==> src/tsi_defines.svh <==
`ifndef TSI_DEFINES_SVH
`define TSI_DEFINES_SVH

`default_nettype none

// frame geometry of the switch
`define TSI_NUM_STREAMS 8       // serial TDM inputs and outputs
`define TSI_CHANS_PER_STREAM 4  // 8-bit channels carried per stream in one frame
`define TSI_NUM_SLOTS 32        // streams times channels, one slot per channel
`define TSI_SLOT_BITS 8         // a slot is one byte, sent lsb first

// connection memory word layout
`define TSI_CONN_BITS 16  // width of one connection word

// flag positions inside a connection word
// the low byte holds either the fixed pattern or the source slot
`define TSI_CONST_BIT 15   // set means the slot plays the low byte as a pattern
`define TSI_ENABLE_BIT 13  // clear means the slot outputs zero

`default_nettype wire

`endif

==> src/tsi_frame_pkg.sv <==
`include "tsi_defines.svh"

`default_nettype none

// types that describe where the switch is inside a TDM frame
package tsi_frame_pkg;

	// slot number over the whole frame, stream k owns slots 4k to 4k+3
	typedef logic [$clog2(`TSI_NUM_SLOTS)-1:0] slot_t;

	// channel inside one stream, also the byte number in the frame
	typedef logic [$clog2(`TSI_CHANS_PER_STREAM)-1:0] chan_t;

	typedef logic [$clog2(`TSI_SLOT_BITS)-1:0] bit_idx_t; // bit of the current byte

	// current bit time, channel in the upper bits so that the whole struct
	// counts straight from 0 to 31 across the frame
	typedef struct packed {
		chan_t chan;        // which byte of the stream is on the line
		bit_idx_t bit_idx;  // which bit of that byte, lsb goes first
	} frame_pos_t;

	// one bit per serial stream, bit k belongs to stream k
	typedef logic [`TSI_NUM_STREAMS-1:0] stream_bits_t;

endpackage

`default_nettype wire

==> src/tsi_conn_pkg.sv <==
`include "tsi_defines.svh"

`default_nettype none

// types of the connection memory and of its control port
package tsi_conn_pkg;

	// one word per output slot, msb first
	// spare fields fill the gaps between the flags and are ignored by the switch
	typedef struct packed {
		logic const_mode;                                            // play payload as a pattern
		logic [`TSI_CONST_BIT-`TSI_ENABLE_BIT-2:0] spare_hi;         // unused
		logic enable;                                                // slot is driven at all
		logic [`TSI_CONN_BITS-`TSI_SLOT_BITS-4:0] spare_mid;         // unused
		logic [`TSI_SLOT_BITS-1:0] payload;                          // pattern or source slot
	} conn_word_t;

	// control write request, a single cycle strobe with address and data
	// the write lands at the clock edge of the same cycle
	typedef struct packed {
		logic write;                 // strobe, high for one cycle per write
		tsi_frame_pkg::slot_t addr;  // output slot whose word is replaced
		conn_word_t data;            // new connection word
	} conn_write_t;

endpackage

`default_nettype wire

==> src/tsi_frame_counter.sv <==
`include "tsi_defines.svh"

`default_nettype none

// frame position counter
// every cycle with input_valid high is one bit time, and only those cycles
// move the position on, so a gap in input_valid freezes the whole switch
module tsi_frame_counter (
	input  logic                      clk,
	input  logic                      reset,
	input  logic                      input_valid,
	output tsi_frame_pkg::frame_pos_t pos,
	output logic                      frame_end,
	output logic                      played
);

	// the position runs as one flat count, channel bits on top of the bit index
	logic [$bits(tsi_frame_pkg::frame_pos_t)-1:0] count;

	assign pos = tsi_frame_pkg::frame_pos_t'(count); // channel and bit view of the count

	// last bit time of the frame, only during an actual bit time
	assign frame_end = input_valid && (count == '1);

	always_ff @(posedge clk)
	begin
		if (reset)
		begin
			count  <= '0;   // start on bit 0 of channel 0
			played <= 1'b0; // nothing captured yet
		end
		else
		begin
			if (input_valid)
				count <= count + 1'b1; // wraps from 31 back to 0 at frame end

			// once the first frame is in the speech memory it stays there,
			// so the flag never falls again until reset
			if (frame_end)
				played <= 1'b1;
		end
	end

	// the frame length has to match the slot count for the wrap to line up
	// with the slot numbering used by the memories
	// this holds for the geometry in the defines header:
	// 4 channels of 8 bits give the 32 bit times of a frame,
	// so the count width equals the slot number width

endmodule

`default_nettype wire

==> src/tsi_conn_memory.sv <==
`include "tsi_defines.svh"

`default_nettype none

// connection memory, one word per output slot
// written by the control port, read for all eight streams at once
module tsi_conn_memory (
	input  logic                                           clk,
	input  logic                                           reset,
	input  tsi_conn_pkg::conn_write_t                      control,
	input  tsi_frame_pkg::frame_pos_t                      pos,
	output tsi_conn_pkg::conn_word_t [`TSI_NUM_STREAMS-1:0] conn_words
);

	tsi_conn_pkg::conn_word_t words [`TSI_NUM_SLOTS]; // indexed by output slot

	// all words start disabled so that the outputs stay quiet until configured
	always_ff @(posedge clk)
	begin
		if (reset)
		begin
			for (int i = 0; i < `TSI_NUM_SLOTS; i++)
				words[i] <= '0;
		end
		else if (control.write)
		begin
			words[control.addr] <= control.data; // a bit time in this cycle still sees the old word
		end
	end

	// the output slot of stream k in the current channel is 4k + chan
	always_comb
	begin
		for (int k = 0; k < `TSI_NUM_STREAMS; k++)
		begin
			conn_words[k] = words[tsi_frame_pkg::slot_t'(k * `TSI_CHANS_PER_STREAM)
				+ tsi_frame_pkg::slot_t'(pos.chan)];
		end
	end

endmodule

`default_nettype wire

==> src/tsi_speech_memory.sv <==
`include "tsi_defines.svh"

`default_nettype none

// ping-pong speech memory
// one bank fills with the frame on the inputs while the other bank,
// holding the previous frame, is read by the output side
// at the end of each frame the two banks swap roles
module tsi_speech_memory (
	input  logic                                           clk,
	input  logic                                           reset,
	input  logic                                           input_valid,
	input  logic                                           frame_end,
	input  tsi_frame_pkg::frame_pos_t                      pos,
	input  tsi_frame_pkg::stream_bits_t                    stream_in,
	input  tsi_conn_pkg::conn_word_t [`TSI_NUM_STREAMS-1:0] conn_words,
	output tsi_frame_pkg::stream_bits_t                    src_bits
);

	// two banks of 32 bytes, addressed by bank then slot then bit
	logic [`TSI_SLOT_BITS-1:0] bank_mem [2][`TSI_NUM_SLOTS];

	logic capture_bank; // bank being filled this frame, the other one plays out

	tsi_frame_pkg::slot_t capture_slot [`TSI_NUM_STREAMS]; // where each input bit lands
	tsi_frame_pkg::slot_t source_slot [`TSI_NUM_STREAMS];  // where each output bit comes from

	// capture address of stream k is 4k + chan, the same slot numbering
	// the connection memory uses for its output slots
	always_comb
	begin
		for (int k = 0; k < `TSI_NUM_STREAMS; k++)
		begin
			capture_slot[k] = tsi_frame_pkg::slot_t'(k * `TSI_CHANS_PER_STREAM)
				+ tsi_frame_pkg::slot_t'(pos.chan);
		end
	end

	// the source slot sits in the low bits of the payload byte
	// in constant mode this is garbage, but the output side ignores it then
	always_comb
	begin
		for (int k = 0; k < `TSI_NUM_STREAMS; k++)
		begin
			source_slot[k] = conn_words[k].payload[$bits(tsi_frame_pkg::slot_t)-1:0];
		end
	end

	// bank select, the only control state in here
	always_ff @(posedge clk)
	begin
		if (reset)
			capture_bank <= 1'b0;
		else if (frame_end)
			capture_bank <= ~capture_bank; // the frame just finished becomes the playback frame
	end

	// bit writes into the capture bank, one bit per stream per bit time
	// no reset, the played flag keeps stale bytes off the outputs
	always_ff @(posedge clk)
	begin
		if (input_valid)
		begin
			for (int k = 0; k < `TSI_NUM_STREAMS; k++)
				bank_mem[capture_bank][capture_slot[k]][pos.bit_idx] <= stream_in[k];
		end
	end

	// combinational read from the playback bank
	// the bit index follows the output position, so slot bytes go out lsb first
	always_comb
	begin
		for (int k = 0; k < `TSI_NUM_STREAMS; k++)
			src_bits[k] = bank_mem[~capture_bank][source_slot[k]][pos.bit_idx];
	end

endmodule

`default_nettype wire

==> src/tsi_output_select.sv <==
`include "tsi_defines.svh"

`default_nettype none

// output stage, chooses per stream between silence, the fixed pattern and
// the switched source bit, then registers the result and the frame sync
module tsi_output_select (
	input  logic                                           clk,
	input  logic                                           reset,
	input  logic                                           input_valid,
	input  logic                                           played,
	input  tsi_frame_pkg::frame_pos_t                      pos,
	input  tsi_conn_pkg::conn_word_t [`TSI_NUM_STREAMS-1:0] conn_words,
	input  tsi_frame_pkg::stream_bits_t                    src_bits,
	output tsi_frame_pkg::stream_bits_t                    stream_out,
	output logic                                           sync
);

	tsi_frame_pkg::stream_bits_t next_bits; // selected bit per stream for this bit time

	// selection per stream
	// before the first frame is complete there is nothing valid to play,
	// so every stream sends zero during that frame
	always_comb
	begin
		for (int k = 0; k < `TSI_NUM_STREAMS; k++)
		begin
			if (!played || !conn_words[k].enable)
				next_bits[k] = 1'b0;                                  // slot switched off
			else if (conn_words[k].const_mode)
				next_bits[k] = conn_words[k].payload[pos.bit_idx];   // pattern, lsb first
			else
				next_bits[k] = src_bits[k];                           // byte of the previous frame
		end
	end

	always_ff @(posedge clk)
	begin
		if (reset)
		begin
			stream_out <= '0;
			sync       <= 1'b0;
		end
		else
		begin
			// outputs only move on bit times and hold through gaps
			if (input_valid)
				stream_out <= next_bits;

			// one cycle pulse with the first bit of every played frame
			sync <= input_valid && played && (pos == '0);
		end
	end

endmodule

`default_nettype wire

==> src/tsi_switch.sv <==
`include "tsi_defines.svh"

`default_nettype none

// time slot interchange switch for eight serial TDM streams
// each frame is captured into the speech memory and played out, reordered
// by the connection memory, during the following frame
module tsi_switch (
	input  logic                        clk,
	input  logic                        reset,
	input  logic                        input_valid,
	input  tsi_conn_pkg::conn_write_t   control,
	input  tsi_frame_pkg::stream_bits_t stream_in,
	output tsi_frame_pkg::stream_bits_t stream_out,
	output logic                        sync
);

	tsi_frame_pkg::frame_pos_t pos; // current bit time inside the frame
	logic frame_end;                // last bit time of the frame
	logic played;                   // a complete frame sits in the speech memory

	// connection word of every stream's current output slot
	tsi_conn_pkg::conn_word_t [`TSI_NUM_STREAMS-1:0] conn_words;

	tsi_frame_pkg::stream_bits_t src_bits; // switched bits read from the playback bank

	// frame timing shared by everything else
	tsi_frame_counter u_tsi_frame_counter (
		.clk         (clk),
		.reset       (reset),
		.input_valid (input_valid),
		.pos         (pos),
		.frame_end   (frame_end),
		.played      (played)
	);

	// control port writes, per-stream reads at the current channel
	tsi_conn_memory u_tsi_conn_memory (
		.clk        (clk),
		.reset      (reset),
		.control    (control),
		.pos        (pos),
		.conn_words (conn_words)
	);

	// capture of the incoming frame and read of the previous one
	tsi_speech_memory u_tsi_speech_memory (
		.clk         (clk),
		.reset       (reset),
		.input_valid (input_valid),
		.frame_end   (frame_end),
		.pos         (pos),
		.stream_in   (stream_in),
		.conn_words  (conn_words),
		.src_bits    (src_bits)
	);

	// registered outputs, one cycle behind the bit time that made them
	tsi_output_select u_tsi_output_select (
		.clk         (clk),
		.reset       (reset),
		.input_valid (input_valid),
		.played      (played),
		.pos         (pos),
		.conn_words  (conn_words),
		.src_bits    (src_bits),
		.stream_out  (stream_out),
		.sync        (sync)
	);

endmodule

`default_nettype wire

==> config.mk <==
export PLATFORM = sky130hd
export DESIGN_NAME = tsi_switch
export DESIGN_NICKNAME = d
export VERILOG_FILES = /design/src/tsi_frame_pkg.sv /design/src/tsi_conn_pkg.sv /design/src/tsi_frame_counter.sv /design/src/tsi_conn_memory.sv /design/src/tsi_speech_memory.sv /design/src/tsi_output_select.sv /design/src/tsi_switch.sv
export VERILOG_INCLUDE_DIRS = /design/src /design/src/src
export SDC_FILE = /design/constraint.sdc
export NUM_CORES = 2
export LEC_CHECK = 0
export BUFFER_PORTS_ARGS = -buffer_cell sky130_fd_sc_hd__buf_2
export CORE_MARGIN = 4
export CORE_UTILIZATION = 60
export CTS_BUF_LIST = sky130_fd_sc_hd__clkbuf_8
export CTS_CLUSTER_SIZE = 28
export DETAILED_ROUTE_END_ITERATION = 10
export MAX_ROUTING_LAYER = met4
export PLACE_DENSITY = 0.79
export REMOVE_ABC_BUFFERS = 1
export SLEW_MARGIN = 0
export SYNTH_ARGS = -nofsm -noshare
export SYNTH_HDL_FRONTEND = slang
export SYNTH_SLANG_ARGS = --single-unit
==> constraint.sdc <==
create_clock -name clk -period 2.8 [get_ports clk]
set_input_delay 0.28 -clock clk [delete_from_list [all_inputs] [get_ports clk]]
set_output_delay 0.28 -clock clk [all_outputs]
set_load 0.01 [all_outputs]
==> impl.org <==
** Floorplan
- Number of primary I/O pins :: 42
- Std cell rows :: 110
- The total area inside the core boundary comes to 0.0899 mm^2.
- Chip height :: 309 um
- For this configuration, the core starts out at a cell density of 0.604.
- Floorplan die width :: 309 um
- Die area :: 0.0953 mm^2

** Global route
- Overall fraction of global-route tracks in use :: 0.443
- The first global-routing pass estimated 297000 um of wire.
- The via count of the first global-routing pass is 44000.
- The number of antenna violations at the first check in global routing came to 12.
- Overflow left after global routing :: 0
- Entering global routing, the biggest net connects 97 pins.

** STA
- Slew @ Worst Pin :: 1.04 ns
- Summed over all failing endpoints, the final setup total negative slack is -5.71 ns.
- Across all hold checks on the routed design, the worst slack comes to 0.113 ns.
- Between clock sinks in the finished design, the worst skew comes to 0.0756 ns.
- Final worst slack :: -0.716 ns
- Slew Viols, Final :: 0
- Static timing analysis puts the maximum clock frequency at 284 MHz.
- The number of failing hold endpoints at the final stage was 0.
- Worst slew slack as a fraction of its limit :: 0.307
- Final Critical Period :: 3.52 ns
- Setup repair after global routing could not meet its margin everywhere.
- Final period util :: 1.26
- Final setup violation count :: 45

** Setup path
- Capturing element of the worst setup path :: u_tsi_output_select.stream_out[4]
- In this design, the largest share of critical-path delay is due to multiplexers.
- STA classifies the critical path endpoint as a flip-flop.
- The startpoint identified for the worst register-to-register timing path is u_tsi_frame_counter.pos[3].
- Data on the critical path is required at its endpoint by 3.61 ns.
- STA classifies the critical path startpoint as a flip-flop.
- Crit. Startpoint :: u_tsi_frame_counter.pos[3]
- On the critical path, the stage with the largest delay is an instance of a2111oi_2.
- Among the stages of the critical path, the cell type that occurs most often is buf_4.
- Reg2reg end :: u_tsi_output_select.stream_out[4]
- The critical path contains buffers and inverters numbering 4 combined.
- The worst register-to-register path has a setup slack of -0.72 ns.
- Critical-path maximum fanout :: 15
- Cells on worst reg2reg path :: 11
- Worst path max stage delay :: 0.69 ns
- Cells traversed along the worst timing path :: buf_4 -> mux4_4 -> buf_12 -> buf_4 -> mux4_2 -> a21oi_1 -> nor2_1 -> a2111oi_2 -> buf_4 -> nor3_1 -> a41oi_1
- Count of cell instances traversed by the critical path :: 11
- Endpoint arrival time on the critical path :: 4.32 ns
- The critical path in this run is classified as flip-flop to flip-flop.

** Clock network
- Clock-pin slew reported for the worst setup and hold paths after clock tree synthesis :: 0.07 ns
- Sink Count :: 850
- Clock buffers created by TritonCTS :: 138
- # H-tree levels :: 4
- The clock reaches the later pin of the worst-skew pair after 0.89 ns.
- The clock passes through at most 3 buffers.
- Root buffer cell :: clkbuf_8
- TritonCTS clock tree :: done

** Detailed routing
- Wirelength, routed :: 207000 um
- Dividing the detail-routed wire length by the instance count gives 33.5 um.
- First-pass iteration count of the detailed router :: 8
- The detail route stage leaves a number of antenna-violating nets equal to 0.
- For this block, the initial DRC count from the detailed router was 6729.
- After detailed routing, the number of vias per cell comes to 7.26.
- The detailed router placed 44800 vias in this run.
- DRC Markers :: 0

** Pwr
- Power spread over the standard cell area amounts to 439 mW/mm^2.
- VDD sags by at most 0.496 mV.
- For this design the static power due to leakage is 0.0249 uW.

** Yosys
- After synthesis the netlist holds a flip-flop and latch count of 850.
- Summing every instance area after synthesis gives 0.0543 mm^2.
- In the synthesized netlist, the number of instances is 4078.
- Primary FF master, synth :: edfxtp_1
- The Yosys step of the flow raised 0 warnings.
- Synth Area per Inst :: 13.3 um^2
- Of all flip-flops after synthesis, the portion carrying an async set or reset was 0.
- Register area share after synthesis :: 0.467
- Counting flops with a built-in enable in the synthesized netlist gives 832.
- In this run, distinct cell masters in the synthesized netlist total 75.

** Placed design
- In this run the tool buffered the top-level ports with 35 buffer cells.
- Before CTS, the worst setup slack after placement is -0.966 ns.
- After legalization and detailed placement, the total HPWL measured 146000 um.
- Routability-driven placement finished with a final weighted congestion of 1.14.

** Cells and area
- Counting the fill cells in the layout gives 5639.
- At the end of the flow, the number of nets in the layout was 4917.
- Area grow syn2layout :: 23.2%
- Final core occ :: 0.744
- Of the cells placed in the final design, the portion with a size suffix greater than 1 is 0.403.

** Status
- The run finished, with violations left.
- The final reports fail on setup timing.

** Job
- The tool flagged a number of max-cap violations equal to 0.

** Min path
- Type of the worst min-delay path :: primary input to flip-flop
==> metrics by stage <==
step | area, um^2 | instances | total power [uW]
finish | 66900 | 6179 | 29400
detailed placement | 62500 | 5843 | 18600
floorplan | 52300 | 3654 | 16700
CTS | 66000 | 6134 | 29000
global route | 66900 | 6179 | 30100
global placement | 62500 | 5843 | 18600
==> layout by cell type (no fill, tap or decap), drive strengths merged, types with 9 or more instances in the layout <==
master,instances
and2,362
dlygate4sd3,9
dfxtp,18
or2,37
a21oi,76
o211ai,68
nor2,247
a2111oi,25
a21o,230
o221ai,9
o21ai,61
nand2b,20
nor4,21
o2111ai,10
mux2i,348
a22oi,11
edfxtp,832
nand3,35
clkbuf,145
buf,1072
mux4,486
o22ai,25
clkinv,42
a211o,18
a31oi,26
nor2b,65
inv,73
a311oi,9
nor3,63
a211oi,115
diode,13
mux2,123
nand4,12
nand2,192
==> kinds of logic (layout without fill, tap and decap cells) <==
| group | after synthesis | after routing | synth area share |
|---|---|---|---|
| AOI/OAI and AO/OA | 736 | 736 | 0.0974 |
| xor gates and xnor gates | 4 | 4 | 0.000646 |
| adders and majority gates | 3 | 3 | 0.000692 |
| buffers and inverters | 437 | 1349 | 0.0366 |
| DFF | 850 | 850 | 0.467 |
| muxes | 957 | 957 | 0.293 |
| other | 0 | 13 | 0 |
| and+or+nand+nor | 1091 | 1091 | 0.105 |
==> how the worst min path moves through the flow <==
stage,cells past startpoint,startpoint,end,slack [ns]
final,2,control[1],u_tsi_conn_memory.words[31][1],0.11
after global routing,2,control[2],u_tsi_conn_memory.words[30][2],0.09
after CTS,2,control[1],u_tsi_conn_memory.words[10][1],0.02
after detailed placement,2,u_tsi_output_select.stream_out[6],u_tsi_output_select.stream_out[6],0.66
after global placement,2,stream_in[3],u_tsi_speech_memory.bank_mem[1][147],0.66
after floorplan,1,reset,u_tsi_output_select.stream_out[0],0.35
==> synth_stat cells (26+ instances only) <==
cell type	instances	share of area
edfxtp_1	832	0.46
mux4_2	462	0.19
and2_1	361	0.042
mux2i_1	348	0.064
nor2_1	247	0.017
a21o_1	230	0.032
clkbuf_1	215	0.015
nand2_1	192	0.013
buf_2	145	0.013
mux2_2	123	0.026
a211oi_1	115	0.016
a21oi_1	76	0.0070
o211ai_1	68	0.0094
nor2b_1	65	0.0075
nor3_1	63	0.0058
o21ai_0	61	0.0056
or2_2	37	0.0043
buf_1	35	0.0024
nand3_1	35	0.0032
a31oi_1	26	0.0030
==> report_power, final <==
part / leakage (uW) / internal, uW / total (uW) / switching, uW
clock: 0.00150 / 5010 / 10500 / 5460
combinational: 0.0156 / 1960 / 4540 / 2580
sequential: 0.00780 / 14200 / 14400 / 116
==> layer usage <==
metal	up-vias	wire, um	GRT usage
met5	-	0	-
met4	0	15900	0.269
met3	1023	29600	0.146
li1	17900	-	-
met2	3983	90600	0.632
met1	22000	70900	0.554
==> worst reg2reg max path: cells and delay by family, from the launching register on <==
kind                   cells  cell delay, ns
DFF                        1            0.39
buffers and inverters      4            0.78
muxes                      2            1.10
AOI/OAI and AO/OA          3            1.08
and+or+nand+nor            2            0.11
==> state kept, by name, summed over array words and instances (netlist names), named ones only <==
signal	flops
u_tsi_output_select.stream_out	8
u_tsi_conn_memory.words	320
u_tsi_frame_counter.played	1
u_tsi_speech_memory.bank_mem	512
u_tsi_output_select.sync	1
u_tsi_speech_memory.capture_bank	1
u_tsi_frame_counter.pos	5
==> area by class of cell <==
cell class / count / area (um^2) / area share
Timing Repair Buffer: 1087 / 9690 / 0.145
Tap cell: 1176 / 1470 / 0.0220
Antenna cell: 13 / 32.5 / 0.000486
Sequential cell: 850 / 25400 / 0.379
Clock buffer: 140 / 1930 / 0.0288
Clock inverter: 109 / 676 / 0.0101
Multi-Input combinational cell: 2791 / 27700 / 0.414
Inverter: 13 / 48.8 / 0.000730
==> repair_timing <==
item,4_1_cts,5_1_grt
pin swaps,21,37
resized for setup,99,119
cloned,8,5
endpoints found under the setup margin,59,147
hold buffers,9,0
hold endpoints to repair,90,0
setup buffers,26,31
(Power assumes the default switching activity.)
